[config.mk]
export PLATFORM = sky130hd
export DESIGN_NAME = peripheral_subsystem
export DESIGN_NICKNAME = d
export VERILOG_FILES = /design/src/logic/periph_pkg.sv /design/src/logic/obi_reg_bridge.sv /design/src/logic/periph_reg_decode.sv /design/src/logic/gpio_block.sv /design/src/logic/timer_block.sv /design/src/logic/irq_ctrl.sv /design/src/logic/peripheral_subsystem.sv
export SDC_FILE = /design/constraint.sdc
export NUM_CORES = 1
export LEC_CHECK = 0
export BUFFER_PORTS_ARGS = -buffer_cell sky130_fd_sc_hd__buf_2
export CORE_UTILIZATION = 50
export CTS_BUF_LIST = sky130_fd_sc_hd__clkbuf_4
export DETAILED_ROUTE_END_ITERATION = 16
export HOLD_SLACK_MARGIN = 0.06
export PLACE_DENSITY = 0.82
export SLEW_MARGIN = 30
export SYNTH_ARGS = -nofsm -noshare
export SYNTH_HDL_FRONTEND = slang
export SYNTH_SLANG_ARGS = --single-unit
[constraint.sdc]
create_clock -name clk_i -period 5.62 [get_ports clk_i]
set_input_delay 0 -clock clk_i [delete_from_list [all_inputs] [get_ports clk_i]]
set_output_delay 0 -clock clk_i [all_outputs]
set_load 0.03 [all_outputs]
[src/logic/periph_pkg.sv]
// Peripheral subsystem shared definitions
// Address map, register word indices and the bus address view
`default_nettype none

package periph_pkg;

  localparam int PAGE_W     = 20;
  localparam int IDX_W      = 4;
  localparam int REG_WORD_W = 6;

  // Subsystem answers at 0x4000_0000, one 256-byte window per peripheral
  localparam logic [PAGE_W-1:0] PERIPH_PAGE = 20'h40000;

  localparam logic [IDX_W-1:0] IDX_IRQ   = 4'd0;
  localparam logic [IDX_W-1:0] IDX_GPIO  = 4'd1;
  localparam logic [IDX_W-1:0] IDX_TIMER = 4'd2;

  // GPIO registers
  localparam logic [REG_WORD_W-1:0] GPIO_IN          = 6'd0;
  localparam logic [REG_WORD_W-1:0] GPIO_OUT         = 6'd1;
  localparam logic [REG_WORD_W-1:0] GPIO_OUT_EN      = 6'd2;
  localparam logic [REG_WORD_W-1:0] GPIO_INTR_EN     = 6'd3;
  localparam logic [REG_WORD_W-1:0] GPIO_INTR_STATUS = 6'd4;

  // Timer registers, CTRL bit 0 counts, bit 1 enables the interrupt
  localparam logic [REG_WORD_W-1:0] TMR_MTIME    = 6'd0;
  localparam logic [REG_WORD_W-1:0] TMR_MTIMECMP = 6'd1;
  localparam logic [REG_WORD_W-1:0] TMR_CTRL     = 6'd2;

  // Interrupt controller registers
  localparam logic [REG_WORD_W-1:0] IRQ_PENDING = 6'd0;
  localparam logic [REG_WORD_W-1:0] IRQ_ENABLE  = 6'd1;
  localparam logic [REG_WORD_W-1:0] IRQ_CLAIM   = 6'd2;
  localparam logic [REG_WORD_W-1:0] IRQ_MSIP    = 6'd3;

  // Sources: 0 reserved, 1..GPIO_W pins, then timer, then external lines

  // Bus address, either as one word or split into its fields
  typedef union packed {
    logic [31:0] raw;
    struct packed {
      logic [PAGE_W-1:0]     page;
      logic [IDX_W-1:0]      idx;
      logic [REG_WORD_W-1:0] word;
      logic [1:0]            offset;
    } f;
  } periph_addr_u;

endpackage

`default_nettype wire

[src/logic/obi_reg_bridge.sv]
// OBI slave to register bus bridge
// Grants every request at once and returns the response one cycle later
`default_nettype none

module obi_reg_bridge (
  input  logic        clk_i,
  input  logic        arst_n_i,
  input  logic        req_i,
  input  logic        we_i,
  input  logic [31:0] addr_i,
  input  logic [31:0] wdata_i,
  output logic        gnt_o,
  output logic        rvalid_o,
  output logic [31:0] rdata_o,
  output logic        reg_valid_o,
  output logic        reg_write_o,
  output logic [31:0] reg_addr_o,
  output logic [31:0] reg_wdata_o,
  input  logic [31:0] reg_rdata_i
);

  import periph_pkg::*;

  periph_addr_u word_addr;
  logic         rvalid_q;
  logic [31:0]  rdata_q;

  // Full word accesses only so the byte offset is dropped
  always_comb begin
    word_addr.raw      = addr_i;
    word_addr.f.offset = 2'b00;
  end

  assign gnt_o       = req_i;
  assign reg_valid_o = req_i;
  assign reg_write_o = we_i;
  assign reg_addr_o  = word_addr.raw;
  assign reg_wdata_o = wdata_i;

  always_ff @(posedge clk_i or negedge arst_n_i) begin
    if (!arst_n_i) begin
      rvalid_q <= 1'b0;
      rdata_q  <= 32'h0;
    end else begin
      rvalid_q <= req_i;
      // Writes answer with zero data
      if (req_i) begin
        rdata_q <= we_i ? 32'h0 : reg_rdata_i;
      end
    end
  end

  assign rvalid_o = rvalid_q;
  assign rdata_o  = rdata_q;

endmodule

`default_nettype wire

[src/logic/periph_reg_decode.sv]
// Register bus address decoder
// Strobes one peripheral and muxes its read data back
`default_nettype none

module periph_reg_decode (
  input  logic                              reg_valid_i,
  input  logic                              reg_write_i,
  input  logic [31:0]                       reg_addr_i,
  input  logic [31:0]                       reg_wdata_i,
  output logic [31:0]                       reg_rdata_o,
  output logic                              sel_irq_o,
  output logic                              sel_gpio_o,
  output logic                              sel_timer_o,
  output logic                              wr_o,
  output logic [periph_pkg::REG_WORD_W-1:0] word_o,
  output logic [31:0]                       wdata_o,
  input  logic [31:0]                       irq_rdata_i,
  input  logic [31:0]                       gpio_rdata_i,
  input  logic [31:0]                       timer_rdata_i
);

  import periph_pkg::*;

  periph_addr_u addr;
  logic         page_hit;
  logic         access;

  assign addr.raw = reg_addr_i;
  assign page_hit = (addr.f.page == PERIPH_PAGE);
  assign access   = reg_valid_i & page_hit;

  assign sel_irq_o   = access & (addr.f.idx == IDX_IRQ);
  assign sel_gpio_o  = access & (addr.f.idx == IDX_GPIO);
  assign sel_timer_o = access & (addr.f.idx == IDX_TIMER);

  assign wr_o    = reg_write_i;
  assign word_o  = addr.f.word;
  assign wdata_o = reg_wdata_i;

  // Unmapped page or index reads as zero
  always_comb begin
    reg_rdata_o = 32'h0;
    if (page_hit) begin
      case (addr.f.idx)
        IDX_IRQ: begin
          reg_rdata_o = irq_rdata_i;
        end
        IDX_GPIO: begin
          reg_rdata_o = gpio_rdata_i;
        end
        IDX_TIMER: begin
          reg_rdata_o = timer_rdata_i;
        end
        default: begin
          reg_rdata_o = 32'h0;
        end
      endcase
    end
  end

endmodule

`default_nettype wire

[src/logic/gpio_block.sv]
// GPIO peripheral
// Output and enable registers, input synchronizer, rising-edge interrupts
`default_nettype none

module gpio_block #(
  parameter int GPIO_W = 8
) (
  input  logic                              clk_i,
  input  logic                              arst_n_i,
  input  logic                              sel_i,
  input  logic                              wr_i,
  input  logic [periph_pkg::REG_WORD_W-1:0] word_i,
  input  logic [31:0]                       wdata_i,
  output logic [31:0]                       rdata_o,
  input  logic [GPIO_W-1:0]                 gpio_i,
  output logic [GPIO_W-1:0]                 gpio_o,
  output logic [GPIO_W-1:0]                 gpio_en_o,
  output logic [GPIO_W-1:0]                 intr_o
);

  import periph_pkg::*;

  logic [31:0]       out_q;
  logic [31:0]       oe_q;
  logic [GPIO_W-1:0] intr_en_q;
  logic [GPIO_W-1:0] sync1_q;
  logic [GPIO_W-1:0] sync2_q;
  logic [GPIO_W-1:0] prev_q;
  logic [GPIO_W-1:0] status_q;
  logic [GPIO_W-1:0] rise;
  logic [GPIO_W-1:0] clr;
  logic              wr_en;

  assign wr_en = sel_i & wr_i;

  // Edge seen one cycle after the synchronized level
  assign rise = sync2_q & ~prev_q & intr_en_q;
  assign clr  = (wr_en && word_i == GPIO_INTR_STATUS) ? wdata_i[GPIO_W-1:0] : '0;

  always_ff @(posedge clk_i or negedge arst_n_i) begin
    if (!arst_n_i) begin
      out_q     <= '0;
      oe_q      <= '0;
      intr_en_q <= '0;
      sync1_q   <= '0;
      sync2_q   <= '0;
      prev_q    <= '0;
      status_q  <= '0;
    end else begin
      sync1_q  <= gpio_i;
      sync2_q  <= sync1_q;
      prev_q   <= sync2_q;
      status_q <= (status_q & ~clr) | rise;
      if (wr_en) begin
        case (word_i)
          GPIO_OUT:     out_q     <= wdata_i;
          GPIO_OUT_EN:  oe_q      <= wdata_i;
          GPIO_INTR_EN: intr_en_q <= wdata_i[GPIO_W-1:0];
          default: ;
        endcase
      end
    end
  end

  always_comb begin
    rdata_o = 32'h0;
    case (word_i)
      GPIO_IN:          rdata_o[GPIO_W-1:0] = sync2_q;
      GPIO_OUT:         rdata_o = out_q;
      GPIO_OUT_EN:      rdata_o = oe_q;
      GPIO_INTR_EN:     rdata_o[GPIO_W-1:0] = intr_en_q;
      GPIO_INTR_STATUS: rdata_o[GPIO_W-1:0] = status_q;
      default:          rdata_o = 32'h0;
    endcase
  end

  assign gpio_o    = out_q[GPIO_W-1:0];
  assign gpio_en_o = oe_q[GPIO_W-1:0];
  assign intr_o    = status_q;

endmodule

`default_nettype wire

[src/logic/timer_block.sv]
// Machine timer
// Free-running mtime with a compare register and a level interrupt
`default_nettype none

module timer_block (
  input  logic                              clk_i,
  input  logic                              arst_n_i,
  input  logic                              sel_i,
  input  logic                              wr_i,
  input  logic [periph_pkg::REG_WORD_W-1:0] word_i,
  input  logic [31:0]                       wdata_i,
  output logic [31:0]                       rdata_o,
  output logic                              intr_o
);

  import periph_pkg::*;

  logic [31:0] mtime_q;
  logic [31:0] mtimecmp_q;
  logic [1:0]  ctrl_q;
  logic        wr_en;

  assign wr_en = sel_i & wr_i;

  always_ff @(posedge clk_i or negedge arst_n_i) begin
    if (!arst_n_i) begin
      mtime_q    <= '0;
      mtimecmp_q <= '0;
      ctrl_q     <= '0;
    end else begin
      // A software write to mtime overrides the increment
      if (wr_en && word_i == TMR_MTIME) begin
        mtime_q <= wdata_i;
      end else if (ctrl_q[0]) begin
        mtime_q <= mtime_q + 32'd1;
      end
      if (wr_en && word_i == TMR_MTIMECMP) begin
        mtimecmp_q <= wdata_i;
      end
      if (wr_en && word_i == TMR_CTRL) begin
        ctrl_q <= wdata_i[1:0];
      end
    end
  end

  always_comb begin
    rdata_o = 32'h0;
    case (word_i)
      TMR_MTIME:    rdata_o = mtime_q;
      TMR_MTIMECMP: rdata_o = mtimecmp_q;
      TMR_CTRL:     rdata_o[1:0] = ctrl_q;
      default:      rdata_o = 32'h0;
    endcase
  end

  // Needs both count and interrupt enable
  assign intr_o = ctrl_q[0] & ctrl_q[1] & (mtime_q >= mtimecmp_q);

endmodule

`default_nettype wire

[src/logic/irq_ctrl.sv]
// Interrupt controller, single target
// Pending latches, enables, lowest-number claim and software interrupt
`default_nettype none

module irq_ctrl #(
  parameter int GPIO_W  = 8,
  parameter int NUM_EXT = 4
) (
  input  logic                              clk_i,
  input  logic                              arst_n_i,
  input  logic                              sel_i,
  input  logic                              wr_i,
  input  logic [periph_pkg::REG_WORD_W-1:0] word_i,
  input  logic [31:0]                       wdata_i,
  output logic [31:0]                       rdata_o,
  input  logic [GPIO_W-1:0]                 gpio_intr_i,
  input  logic                              timer_intr_i,
  input  logic [NUM_EXT-1:0]                ext_intr_i,
  output logic                              irq_o,
  output logic                              msip_o
);

  import periph_pkg::*;

  localparam int NUM_SRC = GPIO_W + NUM_EXT + 2;
  localparam int ID_W    = $clog2(NUM_SRC);

  logic [NUM_SRC-1:0] src;
  logic [NUM_SRC-1:0] pending_q;
  logic [NUM_SRC-1:0] enable_q;
  logic [NUM_SRC-1:0] active;
  logic [NUM_SRC-1:0] claim_mask;
  logic [ID_W-1:0]    claim_id;
  logic               claim_rd;
  logic               wr_en;
  logic               msip_q;

  // Source 0 is reserved and never pends
  assign src      = {ext_intr_i, timer_intr_i, gpio_intr_i, 1'b0};
  assign active   = pending_q & enable_q;
  assign wr_en    = sel_i & wr_i;
  assign claim_rd = sel_i & ~wr_i & (word_i == IRQ_CLAIM);

  // Scan downwards so the lowest active source is left
  always_comb begin
    claim_id = '0;
    for (int i = NUM_SRC - 1; i > 0; i--) begin
      if (active[i]) begin
        claim_id = ID_W'(i);
      end
    end
  end

  always_comb begin
    claim_mask           = '0;
    claim_mask[claim_id] = claim_rd;
  end

  always_ff @(posedge clk_i or negedge arst_n_i) begin
    if (!arst_n_i) begin
      pending_q <= '0;
      enable_q  <= '0;
      msip_q    <= 1'b0;
    end else begin
      pending_q <= (pending_q | src) & ~claim_mask;
      if (wr_en && word_i == IRQ_ENABLE) begin
        enable_q <= wdata_i[NUM_SRC-1:0];
      end
      if (wr_en && word_i == IRQ_MSIP) begin
        msip_q <= wdata_i[0];
      end
    end
  end

  always_comb begin
    rdata_o = 32'h0;
    case (word_i)
      IRQ_PENDING: rdata_o[NUM_SRC-1:0] = pending_q;
      IRQ_ENABLE:  rdata_o[NUM_SRC-1:0] = enable_q;
      IRQ_CLAIM:   rdata_o[ID_W-1:0] = claim_id;
      IRQ_MSIP:    rdata_o[0] = msip_q;
      default:     rdata_o = 32'h0;
    endcase
  end

  assign irq_o  = |active;
  assign msip_o = msip_q;

endmodule

`default_nettype wire

[src/logic/peripheral_subsystem.sv]
// Peripheral subsystem top level
// OBI bridge, address decode, GPIO, timer and interrupt controller
`default_nettype none

module peripheral_subsystem #(
  parameter int GPIO_W  = 8,
  parameter int NUM_EXT = 4
) (
  input  logic               clk_i,
  input  logic               arst_n_i,
  input  logic               req_i,
  input  logic [31:0]        addr_i,
  input  logic               we_i,
  input  logic [3:0]         be_i,
  input  logic [31:0]        wdata_i,
  output logic               gnt_o,
  output logic               rvalid_o,
  output logic [31:0]        rdata_o,
  input  logic [GPIO_W-1:0]  gpio_i,
  output logic [GPIO_W-1:0]  gpio_o,
  output logic [GPIO_W-1:0]  gpio_en_o,
  input  logic [NUM_EXT-1:0] ext_intr_i,
  output logic               irq_o,
  output logic               msip_o,
  output logic               timer_intr_o
);

  import periph_pkg::*;

  logic                  reg_valid;
  logic                  reg_write;
  logic [31:0]           reg_addr;
  logic [31:0]           reg_wdata;
  logic [31:0]           reg_rdata;
  logic                  sel_irq;
  logic                  sel_gpio;
  logic                  sel_timer;
  logic                  per_wr;
  logic [REG_WORD_W-1:0] per_word;
  logic [31:0]           per_wdata;
  logic [31:0]           irq_rdata;
  logic [31:0]           gpio_rdata;
  logic [31:0]           timer_rdata;
  logic [GPIO_W-1:0]     gpio_intr;

  // be_i stays open, every write is a full word
  obi_reg_bridge obi_reg_bridge_i (
    .clk_i,
    .arst_n_i,
    .req_i,
    .we_i,
    .addr_i,
    .wdata_i,
    .gnt_o,
    .rvalid_o,
    .rdata_o,
    .reg_valid_o (reg_valid),
    .reg_write_o (reg_write),
    .reg_addr_o  (reg_addr),
    .reg_wdata_o (reg_wdata),
    .reg_rdata_i (reg_rdata)
  );

  periph_reg_decode periph_reg_decode_i (
    .reg_valid_i   (reg_valid),
    .reg_write_i   (reg_write),
    .reg_addr_i    (reg_addr),
    .reg_wdata_i   (reg_wdata),
    .reg_rdata_o   (reg_rdata),
    .sel_irq_o     (sel_irq),
    .sel_gpio_o    (sel_gpio),
    .sel_timer_o   (sel_timer),
    .wr_o          (per_wr),
    .word_o        (per_word),
    .wdata_o       (per_wdata),
    .irq_rdata_i   (irq_rdata),
    .gpio_rdata_i  (gpio_rdata),
    .timer_rdata_i (timer_rdata)
  );

  gpio_block #(
    .GPIO_W (GPIO_W)
  ) gpio_block_i (
    .clk_i,
    .arst_n_i,
    .sel_i     (sel_gpio),
    .wr_i      (per_wr),
    .word_i    (per_word),
    .wdata_i   (per_wdata),
    .rdata_o   (gpio_rdata),
    .gpio_i,
    .gpio_o,
    .gpio_en_o,
    .intr_o    (gpio_intr)
  );

  timer_block timer_block_i (
    .clk_i,
    .arst_n_i,
    .sel_i   (sel_timer),
    .wr_i    (per_wr),
    .word_i  (per_word),
    .wdata_i (per_wdata),
    .rdata_o (timer_rdata),
    .intr_o  (timer_intr_o)
  );

  irq_ctrl #(
    .GPIO_W  (GPIO_W),
    .NUM_EXT (NUM_EXT)
  ) irq_ctrl_i (
    .clk_i,
    .arst_n_i,
    .sel_i        (sel_irq),
    .wr_i         (per_wr),
    .word_i       (per_word),
    .wdata_i      (per_wdata),
    .rdata_o      (irq_rdata),
    .gpio_intr_i  (gpio_intr),
    .timer_intr_i (timer_intr_o),
    .ext_intr_i,
    .irq_o,
    .msip_o
  );

endmodule

`default_nettype wire

==> reports/qor.log, run 1 <==
[cts] number of clock buffers inserted by TritonCTS 60
[yosys] Cells after Synth 1040
[setup_path] cell with the most instances on the worst path sky130_fd_sc_hd__dlygate4sd3_1
[route] drt pass-1 iters 6
[yosys] Synth async-reset ratio 1.00
[global_route] grt total ovfl 0
[global_route] maximum number of pins on one net before global-route repair 99
[route] vias after detailed routing 9643
[finish] share of layout cells above drive strength 1 0.286
[setup_path] highest fanout seen on the critical path 8
[floorplan] Die H 154 µm
[setup_path] sequence of cells on the critical path dlygate4sd3_1 -> buf_2 -> nor4_1 -> dlygate4sd3_1 -> nand3_1 -> or3_1 -> nor3_2 -> nand2_1 -> dlygate4sd3_1 -> o2bb2ai_1
[yosys] YS warnings 0
[timing] final setup vio count 0
[timing] time the final worst path needs with I/O delays and setup 3120 ps
[setup_path] Setup crit start kind primary input
[yosys] Distinct cells, synth 68
[setup_path] longest individual stage delay on the worst path 700 ps
[cts] clk sink count 232
[yosys] library cell with the largest summed area after synthesis sky130_fd_sc_hd__dfrtp_1
[outcome] status finished clean
[finish] fraction of the core area covered by cells at the end of the flow 0.608
[placement] total of buffers placed on input and output ports 130
[finish] final standard cell area without fillers 13800 µm²
[cts] CTS H-Tree Depth 2
[global_route] via count of the first global-routing pass 9880
[floorplan] Horiz. Die Dim 154 µm
[cts] number of buffers between clock root and the deepest sink 3
[pwr] Leak Pwr 0.00620 µW
[route] DRC violation count after routing 0
[timing] max-slew headroom at the worst pin 0.329
[global_route] wire length of the first global-routing pass 52600 µm
[timing] crit share post-route 0.555
[setup_path] required arrival time at the worst endpoint 6210 ps
[yosys] post-synth design cell area 11600 µm²
[route] Iteration-0 DRC Markers 844
[timing] hold slack final 106 ps
[floorplan] standard cell core area 22700 µm²
[cts] Setup Fix Bufs, Post-CTS 0
[yosys] list of most frequent post-synthesis cells sky130_fd_sc_hd__dfrtp_1 (232), sky130_fd_sc_hd__mux2_2 (120), sky130_fd_sc_hd__nand2_1 (67)
[yosys] cell with the most instances after synthesis sky130_fd_sc_hd__dfrtp_1
[timing] Sum Neg Setup Slack 0 ps
[setup_path] Bufs and invs on worst path 4
[setup_path] crit path max-delay cell type sky130_fd_sc_hd__nor3_2
[yosys] most common flop cell mapped by yosys sky130_fd_sc_hd__dfrtp_1
[placement] post-placement cell area 12300 µm²
[global_route] GRT Util Overall 0.284
[yosys] main area contributors after synthesis sky130_fd_sc_hd__dfrtp_1 (50%), sky130_fd_sc_hd__mux2_2 (12%), sky130_fd_sc_hd__a22oi_1 (4.1%)
[pwr] peak supply drop 0.000119 V
[cts] latest clock arrival within the worst-skew pair 710 ps
[cts] CTS Root Buffer Type sky130_fd_sc_hd__clkbuf_4
[finish] area growth from synthesis to layout 19.1%
[timing] unrepaired setup endpoints after global routing no
[timing] worst slew pin tran 997 ps
[timing] post-route clock skew 23.0 ps
[placement] final weighted congestion in routability-driven placement 0.944
[timing] final number of max-transition violations 0
[cts] CTS tree done
[yosys] net count of the mapped netlist 1157
[yosys] synthesized area per cell 11.2 µm²
[floorplan] area enclosed by the die boundary 23800 µm²
[finish] number of nets in the final layout 1366
[route] Antenna Violating Nets Remaining 0
[placement] half-perimeter wire length after placement 20800 µm
[yosys] flip-flop and latch count after synthesis 232
[floorplan] Rows 55
[timing] maximum clock rate 0.321 GHz
[setup_path] Crit Path Class in2reg
[route] WL/cell 20.9 µm
[route] ratio of routed vias to standard cells 6.12
[timing] Final Hold Viols 0
[setup_path] crit path DAT 3710 ps
[setup_path] Worst Setup End Kind register
[yosys] fraction of the yosys area taken by sequential cells 0.500
[hold_path] worst hold path class in2reg
[cts] register clock-pin slew on the reported worst setup and hold paths 70 ps
[floorplan] Top-Level Pins 137
[yosys] number of enable-type register cells in the synthesized netlist 0
[finish] number of fill cells in the layout 1879
[route] drt total wl 33000 µm
[flow_run] max capacitance violation total 0
[yosys] fraction of synthesized cell area taken by the top area cell type 0.500
[pwr] power density over the cells 234 nW/µm²
[global_route] initial antenna violation count 1
[floorplan] initial cell density of the core 0.511
[setup_path] critical path's top delay family buffers and inverters
[cts] number of gates resized after CTS 0
==> registers in the layout (all words and copies together), names as in the netlist, 14 cells and up <==
signal	cells
gpio_block_i.oe_q	32
gpio_block_i.out_q	32
irq_ctrl_i.enable_q	14
irq_ctrl_i.pending_q	14
obi_reg_bridge_i.rdata_o	32
timer_block_i.mtime_q	32
timer_block_i.mtimecmp_q	32
==> cells in the final DEF (no fill, tap or decap), types with 8 or more instances in the layout <==
| cell | n |
|---|---|
| sky130_fd_sc_hd__nor3_1 | 11 |
| sky130_fd_sc_hd__xor2_1 | 22 |
| sky130_fd_sc_hd__inv_1 | 37 |
| sky130_fd_sc_hd__nand3_1 | 28 |
| sky130_fd_sc_hd__dfrtp_1 | 232 |
| sky130_fd_sc_hd__a22o_1 | 14 |
| sky130_fd_sc_hd__buf_2 | 129 |
| sky130_fd_sc_hd__buf_4 | 15 |
| sky130_fd_sc_hd__clkbuf_4 | 83 |
| sky130_fd_sc_hd__nand4_1 | 13 |
| sky130_fd_sc_hd__mux2i_1 | 8 |
| sky130_fd_sc_hd__o21ai_0 | 20 |
| sky130_fd_sc_hd__ha_1 | 33 |
| sky130_fd_sc_hd__o2bb2ai_1 | 22 |
| sky130_fd_sc_hd__nor2_1 | 61 |
| sky130_fd_sc_hd__o22ai_1 | 26 |
| sky130_fd_sc_hd__and2_1 | 8 |
| sky130_fd_sc_hd__a21oi_1 | 63 |
| sky130_fd_sc_hd__mux2_2 | 120 |
| sky130_fd_sc_hd__clkinv_1 | 17 |
| sky130_fd_sc_hd__dlygate4sd3_1 | 75 |
| sky130_fd_sc_hd__and3_1 | 8 |
| sky130_fd_sc_hd__a22oi_1 | 64 |
| sky130_fd_sc_hd__a32o_1 | 19 |
| sky130_fd_sc_hd__xnor2_1 | 9 |
| sky130_fd_sc_hd__nand2_1 | 67 |
==> worst min-delay path, stage by stage <==
cell                            delay, ps
sky130_fd_sc_hd__dlygate4sd3_1        520
sky130_fd_sc_hd__buf_2                110
sky130_fd_sc_hd__nor2_1                40
sky130_fd_sc_hd__a21oi_1              100
==> path summary, 6_finish.rpt <==
kind / startpoint / endpoint / slack (ps) / cells after the start
setup reg to reg: timer_block_i.mtime_q[14] / timer_block_i.mtime_q[31] / 3080 / 6
min in group asynchronous: arst_n_i / timer_block_i.mtimecmp_q[19] / 310 / 3
hold / removal: ext_intr_i[1] / irq_ctrl_i.pending_q[11] / 110 / 4
max in group asynchronous: arst_n_i / timer_block_i.mtimecmp_q[14] / 4330 / 4
setup / recovery: addr_i[18] / gpio_block_i.intr_o[6] / 2500 / 10
hold reg to reg: gpio_block_i.sync1_q[1] / gpio_block_i.sync2_q[1] / 350 / 0
==> cells by family after synthesis <==
group | count (synthesis) | share of synthesized area
muxes | 135 | 0.132
adders and majority gates | 33 | 0.0356
AOI/OAI and AO/OA | 266 | 0.163
and+or+nand+nor | 231 | 0.0966
buffers and inverters | 112 | 0.0494
xor gates and xnor gates | 31 | 0.0234
DFF | 232 | 0.500
==> routing by layer <==
metal	share of wire	track usage	vias up
met1	0.41	0.367	4784
met3	0.077	0.0555	94
met5	0	0	-
met2	0.48	0.462	474
met4	0.037	0.132	0
li1	-	-	4291
==> layout make-up <==
cell class	count	area [µm²]	area share
flip-flops and latches	232	5810	0.420
multi-input cells	696	5260	0.380
repair buffers	222	1560	0.113
clock buffers	83	623	0.0451
well taps	285	357	0.0258
inverters	37	139	0.0101
clock inverters	19	71.3	0.00516
diodes	1	2.50	0.000181
==> through the flow <==
step,power (µW),setup slack [ps],cells
6_report,3230,2500,1575
5_1_grt,3340,2380,1575
4_1_cts,3250,2560,1574
3_5_place_dp,1850,2860,1396
3_3_place_gp,1840,2890,1396
2_1_floorplan,1750,3370,1040
==> repair_timing <==
item	CTS	global route
endpoints found under the setup margin	0	0
endpoints found under the hold margin	333	0
hold buffers	76	0
==> report_power, final <==
part / leakage [µW] / switching (µW) / internal, µW
Combinational: 0.00287 / 107 / 69.7
Clock: 0.000417 / 693 / 674
Sequential: 0.00291 / 4.44 / 1680
Power figures use the tool's default switching activity.
==> inputs of run 2 (changes only) <==
clock period = 3.1 ns   (was 5.62 ns; I/O delays follow)
==> run 2 against run 1 <==
- register-to-register slack lost 2400 ps
- cell count grew 0.13%
- wire length shrank 1.1%
- die area stayed put
- non-clock buffer count increased by 6
- critical path type unchanged
- critical endpoint is now irq_ctrl_i.pending_q[3]
==> reports/qor.log, run 2 (same netlist as run 1, synthesis figures left out) <==
[setup_path] path depth of the worst reg2reg path 6 [unchanged]
[floorplan] Die H 154 µm [unchanged]
[setup_path] register-to-register setup slack 660 ps [-2420 ps]
[setup_path] worst reg2reg path endpoint obi_reg_bridge_i.rdata_o[0]
[setup_path] cell with the most instances on the worst path sky130_fd_sc_hd__dlygate4sd3_1
[route] Antenna Violating Nets Remaining 0 [unchanged]
[setup_path] sequence of cells on the critical path dlygate4sd3_1 -> buf_2 -> nor2_1 -> dlygate4sd3_1 -> nand3_1 -> dlygate4sd3_1 -> nor3_2 -> dlygate4sd3_1 -> buf_4 -> o2111ai_1 -> o22a_1
[placement] final weighted congestion in routability-driven placement 0.965 [+2.2%]
[floorplan] Top-Level Pins 137 [unchanged]
[flow_run] max capacitance violation total 0 [unchanged]
[route] highest metal used met4
[setup_path] crit path DAT 3640 ps [-70 ps]
[global_route] via count of the first global-routing pass 9886 [+0.061%]
[timing] max-slew headroom at the worst pin 0.424 [+0.0948]
[setup_path] Setup crit start kind primary input
[pwr] Leak Pwr 0.00622 µW [+0.36%]
[floorplan] Horiz. Die Dim 154 µm [unchanged]
[finish] fraction of the core area covered by cells at the end of the flow 0.609 [+0.000716]
[finish] area growth from synthesis to layout 19.2%
[cts] latest clock arrival within the worst-skew pair 690 ps [-20 ps]
[route] Met1 Routed Length 13300 µm [-1.3%]
[setup_path] startpoint of the lowest-slack register-to-register path irq_ctrl_i.pending_q[3]
[timing] Final Hold Viols 0 [unchanged]
[finish] most frequent cells in the layout sky130_fd_sc_hd__dfrtp_1 (232), sky130_fd_sc_hd__buf_2 (129), sky130_fd_sc_hd__mux2_2 (120)
[hold_path] hold_sp wdata_i[17]
[outcome] status finished clean
[timing] crit share post-route 0.998
[route] ratio of routed vias to standard cells 6.09 [-0.54%]
[timing] final number of max-transition violations 0 [unchanged]
[floorplan] Rows 55 [unchanged]
[pwr] power density over the cells 417 nW/µm² [+78%]
[floorplan] initial cell density of the core 0.511 [unchanged]
[placement] total of buffers placed on input and output ports 130 [unchanged]
[finish] share of layout cells above drive strength 1 0.294 [+0.00776]
[global_route] grt total ovfl 0 [unchanged]
[cts] register clock-pin slew on the reported worst setup and hold paths 70 ps [about the same]
[cts] number of clock buffers inserted by TritonCTS 59 [-1.7%]
[hold_path] hold path cells 3 [-1]
[timing] post-route clock skew 37.0 ps [+14.0 ps]
[hold_path] end of the worst hold path gpio_block_i.oe_q[17]
[setup_path] required arrival time at the worst endpoint 3640 ps [-2570 ps]
[hold_path] worst hold path class in2reg
[floorplan] area enclosed by the die boundary 23800 µm² [unchanged]
[pwr] peak supply drop 0.000201 V [+69%]
[placement] total placed cells including tap cells 1409 [+0.93%]
[setup_path] longest individual stage delay on the worst path 600 ps [-100 ps]
[finish] post-layout instance count excluding filler cells 1577 [+0.13%]
[route] vias after detailed routing 9603 [-0.41%]
[timing] worst slew pin tran 864 ps [-133 ps]
[setup_path] highest fanout seen on the critical path 22 [+14]
[cts] Setup Fix Bufs, Post-CTS 0 [unchanged]
[setup_path] Worst Setup End Kind register
[global_route] GRT Util Overall 0.283 [-0.000892]
[timing] final setup vio count 0 [unchanged]
[setup_path] Crit Path Class in2reg
[pwr] Tot Pwr 5760 µW [+79%]
[timing] time the final worst path needs with I/O delays and setup 3090 ps
[timing] unrepaired setup endpoints after global routing no
[global_route] maximum number of pins on one net before global-route repair 107 [+8.1%]
[finish] most common cell after layout, fill and taps aside sky130_fd_sc_hd__dfrtp_1
[floorplan] standard cell core area 22700 µm² [unchanged]
[global_route] initial antenna violation count 3 [+2]
[cts] number of buffers between clock root and the deepest sink 3 [unchanged]
[route] Iteration-0 DRC Markers 862 [+2.1%]
[route] sum of met2 wire segment lengths after detailed routing 15700 µm [+0.17%]
[global_route] wire length of the first global-routing pass 52800 µm [+0.24%]
[route] met3 routed wirelength 2440 µm [-4.7%]
[placement] worst setup slack before clock tree synthesis 679 ps [-2190 ps]
[placement] half-perimeter wire length after placement 21200 µm [+2.2%]
[cts] CTS tree done
[cts] CTS H-Tree Depth 2 [unchanged]
[timing] maximum clock rate 0.323 GHz
[route] drt pass-1 iters 5 [-1]
[route] WL/cell 20.7 µm [-1.2%]
[route] drt total wl 32600 µm [-1.1%]
[cts] clk sink count 232 [unchanged]
[finish] number of nets in the final layout 1371 [+0.37%]
[cts] CTS Root Buffer Type sky130_fd_sc_hd__clkbuf_4
[timing] setup ws final 5.33 ps [-2500 ps]
[setup_path] crit path max-delay cell type sky130_fd_sc_hd__dlygate4sd3_1
[timing] Sum Neg Setup Slack 0 ps [unchanged]
[route] DRC violation count after routing 0 [unchanged]
-- run 2: cell count changes in the layout (fill, tap and decap cells not counted), moves of 2 or more --
cell | before | now
sky130_fd_sc_hd__buf_4 | 15 | 26
sky130_fd_sc_hd__diode_2 | 1 | 3
sky130_fd_sc_hd__clkinv_1 | 17 | 15
sky130_fd_sc_hd__clkbuf_4 | 83 | 80
sky130_fd_sc_hd__buf_12 | 0 | 3
sky130_fd_sc_hd__dlygate4sd3_1 | 75 | 69
-- run 2: critical path, delay by kind of cell --
kind                   cells  cell delay [ps]
buffers and inverters      6             2680
AO/OA/AOI/OAI              2              670
AND/OR/NAND/NOR            3              270
-- run 2: worst max-delay path by stage --
stage | startpoint | slack [ps] | depth (start not counted) | end
2_1_floorplan | timer_block_i.mtime_q[19] | 850 | 7 | irq_ctrl_i.pending_q[9]
3_3_place_gp | addr_i[24] | 740 | 8 | timer_block_i.mtime_q[18]
3_5_place_dp | addr_i[24] | 680 | 8 | timer_block_i.mtime_q[22]
4_1_cts | timer_block_i.mtime_q[19] | 150 | 7 | timer_intr_o
5_1_grt | addr_i[28] | 6 | 11 | irq_ctrl_i.pending_q[0]
6_report | addr_i[28] | 5 | 11 | irq_ctrl_i.pending_q[3]
-- run 2: through the flow --
stage	hold slack [ps]	instance area, µm²
floorplan	-296	11600
global placement	108	12500
CTS	86.1	13800
global route	117	13800
detailed placement	109	12500
finish	114	13800
-- run 2: layer usage --
layer / vias to the layer above / GRT usage
li1: 4301 / -
met1: 4797 / 0.365
met2: 414 / 0.460
met3: 91 / 0.0558
met4: 0 / 0.133
met5: - / 0
-- run 2: cell type report --
class / count / area, µm²
Tap cell: 285 / 357
Clock buffer: 80 / 601
Clock inverter: 16 / 61.3
Fill cell: 1866 / 8870
Antenna cell: 3 / 7.51
Inverter: 37 / 139
Multi-Input combinational cell: 696 / 5260
Timing Repair Buffer: 228 / 1610
Sequential cell: 232 / 5810
-- run 2: where the power goes --
| part | internal, µW | switching [µW] | leakage [µW] |
|---|---|---|---|
| Sequential | 3040 | 7.94 | 0.00291 |
| Clock | 1180 | 1220 | 0.000396 |
| Combinational | 128 | 191 | 0.00291 |
-- run 2: timing repair --
item                                    4_1_cts  5_1_grt
hold buffers                                 69        0
endpoints found under the setup margin        0        4
gates resized for setup                       0        2
hold endpoints to repair                    438        0
==> inputs of run 3 (changes only) <==
ABC_AREA = 1   (was not set)
clock period = 3.8 ns   (was 3.1 ns; I/O delays follow)
==> run 3 against run 2 <==
- combinational power shrank 23%
- synthesized cell count rose by 30%
- sequential cell count unchanged
- largest power group unchanged
==> reports/qor.log, run 3 <==
[yosys] library cell with the largest summed area after synthesis sky130_fd_sc_hd__dfrtp_1
[hold_path] worst hold path class in2reg
[pwr] power share of the clock group 0.433 [+0.018]
[pwr] share of power burned in registers 0.516 [-0.013]
[yosys] Cells after Synth 1355 [+30%]
[global_route] met1 track demand over resource 0.364 [-0.000605]
[finish] share of layout cells above drive strength 1 0.186 [-0.108]
[global_route] met3 usage in global routing 0.0561 [+0.000360]
[placement] total of buffers placed on input and output ports 130 [unchanged]
[placement] final weighted congestion in routability-driven placement 0.905 [-6.2%]
[pwr] Int Pwr 3680 µW [-15%]
[floorplan] initial cell density of the core 0.513 [+0.00218]
[route] drt pass-1 iters 6 [+1]
[cts] latest clock arrival within the worst-skew pair 680 ps [about the same]
[cts] number of buffers between clock root and the deepest sink 3 [unchanged]
[setup_path] required arrival time at the worst endpoint 4370 ps [+730 ps]
[timing] final number of max-transition violations 0 [unchanged]
[flow_run] max capacitance violation total 0 [unchanged]
[placement] worst setup slack before clock tree synthesis 1220 ps [+539 ps]
[global_route] GRT Util Overall 0.274 [-0.00817]
[yosys] number of enable-type register cells in the synthesized netlist 0 [unchanged]
[yosys] cell with the most instances after synthesis sky130_fd_sc_hd__nand2_1
[setup_path] highest fanout seen on the critical path 6 [-73%]
[cts] CTS H-Tree Depth 2 [unchanged]
[pwr] peak supply drop 0.000178 V [-11%]
[finish] area of the multi-input gates 5160 µm² [-1.8%]
[yosys] fraction of the yosys area taken by sequential cells 0.479 [-0.0212]
[timing] crit share post-route 0.866
[yosys] synthesized area per cell 8.94 µm² [-20%]
[yosys] Synth async-reset ratio 1.00 [unchanged]
[timing] maximum clock rate 0.304 GHz
[finish] most frequent cells in the layout sky130_fd_sc_hd__nand2_1 (337), sky130_fd_sc_hd__dfrtp_1 (232), sky130_fd_sc_hd__inv_1 (146)
[cts] number of clock buffers inserted by TritonCTS 59 [unchanged]
[yosys] post-synth design cell area 12100 µm² [+4.4%]
[finish] area of all sequential standard cells 5810 µm² [unchanged]
[finish] most common cell after layout, fill and taps aside sky130_fd_sc_hd__nand2_1
[global_route] maximum number of pins on one net before global-route repair 84 [-21%]
[cts] register clock-pin slew on the reported worst setup and hold paths 70 ps [about the same]
[yosys] main area contributors after synthesis sky130_fd_sc_hd__dfrtp_1 (48%), sky130_fd_sc_hd__nand2_1 (10%), sky130_fd_sc_hd__inv_1 (4.6%)
[setup_path] Setup crit start kind primary input
[floorplan] standard cell core area 23600 µm² [+4.0%]
[pwr] fraction of power consumed by combinational cells 0.051 [-0.004]
[route] WL/cell 17.2 µm [-17%]
[global_route] grt total ovfl 0 [unchanged]
[yosys] flip-flop and latch count after synthesis 232 [unchanged]
[pwr] Leak Pwr 0.00662 µW [+6.4%]
[timing] setup ws final 510 ps [+505 ps]
[placement] post-placement cell area 12700 µm² [+1.9%]
[global_route] grt met2 use 0.446 [-0.0142]
[cts] clk sink count 232 [unchanged]
[outcome] status finished clean
[yosys] fraction of synthesized cell area taken by the top area cell type 0.479 [-0.0212]
[finish] area growth from synthesis to layout 17.5%
[yosys] list of most frequent post-synthesis cells sky130_fd_sc_hd__nand2_1 (337), sky130_fd_sc_hd__dfrtp_1 (232), sky130_fd_sc_hd__inv_1 (147)
[global_route] wire length of the first global-routing pass 53000 µm [+0.42%]
[floorplan] Die H 158 µm [+2.2%]
[route] vias after detailed routing 10720 [+12%]
[timing] Final Hold Viols 0 [unchanged]
[setup_path] Worst Setup End Kind register
[yosys] net count of the mapped netlist 1472 [+27%]
[cts] CTS tree done
[timing] max-slew headroom at the worst pin 0.411 [-0.0129]
[timing] time the final worst path needs with I/O delays and setup 3290 ps
[floorplan] Rows 56 [+1.8%]
[yosys] most common flop cell mapped by yosys sky130_fd_sc_hd__dfrtp_1
[finish] number of fill cells in the layout 1993 [+6.8%]
[placement] half-perimeter wire length after placement 21400 µm [+0.96%]
[setup_path] crit path DAT 3860 ps [+220 ps]
[route] ratio of routed vias to standard cells 5.59 [-8.2%]
[timing] unrepaired setup endpoints after global routing no
[pwr] Tot Pwr 4820 µW [-16%]
[yosys] Distinct cells, synth 52 [-24%]
[timing] final setup vio count 0 [unchanged]
[finish] final standard cell area without fillers 14200 µm² [+2.9%]
[route] drt total wl 33000 µm [+1.2%]
[route] DRC violation count after routing 0 [unchanged]
[global_route] initial antenna violation count 1 [-2]
[floorplan] Horiz. Die Dim 158 µm [+2.2%]
[cts] CTS Root Buffer Type sky130_fd_sc_hd__clkbuf_4
[pwr] power dissipated by switching net loads 1140 µW [-19%]
[yosys] YS warnings 0 [unchanged]
[setup_path] Crit Path Class in2reg
[route] Antenna Violating Nets Remaining 0 [unchanged]
[floorplan] area enclosed by the die boundary 24900 µm² [+4.4%]
[finish] number of nets in the final layout 1677 [+22%]
[floorplan] Top-Level Pins 137 [unchanged]
[pwr] power density over the cells 339 nW/µm² [-19%]
[global_route] via count of the first global-routing pass 10417 [+5.4%]
[cts] Setup Fix Bufs, Post-CTS 0 [unchanged]
[timing] post-route clock skew 47.9 ps [+10.9 ps]
[pwr] Sw Share 0.237 [-0.00815]
[timing] worst slew pin tran 884 ps [+19.4 ps]
[timing] Sum Neg Setup Slack 0 ps [unchanged]
[global_route] Most Used Layer, Global Route met2
[route] Iteration-0 DRC Markers 1008 [+17%]
run 3: cell types whose count changed after synthesis, sizes merged, moves of 23 or more:
cell | previous run | this run
a22o | 14 | 39
mux2 | 125 | 0
a21oi | 63 | 40
o21ai | 20 | 179
nand2 | 67 | 342
inv | 37 | 151
run 3: power groups by stage:
stage	clock, µW	sequential [µW]	combinational, µW
final	2090	2490	246
after global routing	2260	2490	271
after CTS	2130	2490	246
after detailed placement	0	2530	189
after global placement	0	2530	186
after floorplan	0	2530	58.0
run 3: worst paths after layout:
path                                          start                        end  slack, ps  depth (start not counted)
max in group asynchronous                  arst_n_i      gpio_block_i.oe_q[14]       2300                          4
min in group asynchronous                  arst_n_i    gpio_block_i.sync1_q[6]        480                          3
setup reg to reg           timer_block_i.mtime_q[1]  timer_block_i.mtime_q[12]       1450                         12
setup / recovery                         addr_i[23]   irq_ctrl_i.pending_q[11]        510                         13
hold / removal                           addr_i[22]  timer_block_i.mtime_q[15]         90                          6
hold reg to reg             gpio_block_i.sync1_q[4]    gpio_block_i.sync2_q[4]        350                          0
run 3: kinds of logic (layout without fill, tap and decap cells):
group / after synthesis / after routing / synth area share
compound gates: 371 / 371 / 0.198
xor+xnor: 26 / 26 / 0.0188
fa+ha+maj: 33 / 33 / 0.0341
buf+inv: 229 / 471 / 0.0948
flops: 232 / 232 / 0.479
mux: 1 / 1 / 0.000826
other cells: 0 / 2 / 0
simple gates: 463 / 463 / 0.174
run 3: routing by layer:
layer	up-vias	part of all wire	wire length, µm
li1	5028	-	-
met1	5169	0.42	13900
met2	474	0.47	15700
met3	49	0.084	2790
met4	0	0.021	681
met5	-	0	0
run 3: worst max-delay path, stage by stage:
cell and delay [ps]:
sky130_fd_sc_hd__dlygate4sd3_1 540, sky130_fd_sc_hd__buf_2 130, sky130_fd_sc_hd__nor4_4 300, sky130_fd_sc_hd__dlygate4sd3_1 650, sky130_fd_sc_hd__nand4_4 80, sky130_fd_sc_hd__dlygate4sd3_1 680
sky130_fd_sc_hd__nor2_2 280, sky130_fd_sc_hd__nand3_1 150, sky130_fd_sc_hd__nor2_1 150, sky130_fd_sc_hd__nand2_1 160, sky130_fd_sc_hd__o22ai_1 140, sky130_fd_sc_hd__dlygate4sd3_1 570
sky130_fd_sc_hd__inv_1 40
run 3: cell type report:
cell class                 instances  share of cell area
sequential                       232               0.408
antenna                            2            0.000351
inverter                         155              0.0409
clock buffer                      87              0.0459
tap                              319              0.0280
clock inverter                    11             0.00510
timing repair buffer             218               0.110
multi-input combinational        894               0.362
run 3: per-stage QoR:
step | hold WS, ps | instances | util
finish | 94.2 | 1918 | 0.603
global route | 98.7 | 1918 | 0.603
CTS | 60.8 | 1916 | 0.603
detailed placement | 110 | 1739 | 0.538
global placement | 108 | 1739 | 0.538
floorplan | -296 | 1355 | -
run 3: repair_timing:
action	in CTS	in global routing
resized for setup	0	0
endpoints found under the setup margin	0	0
hold endpoints to repair	354	0
hold buffers	79	0
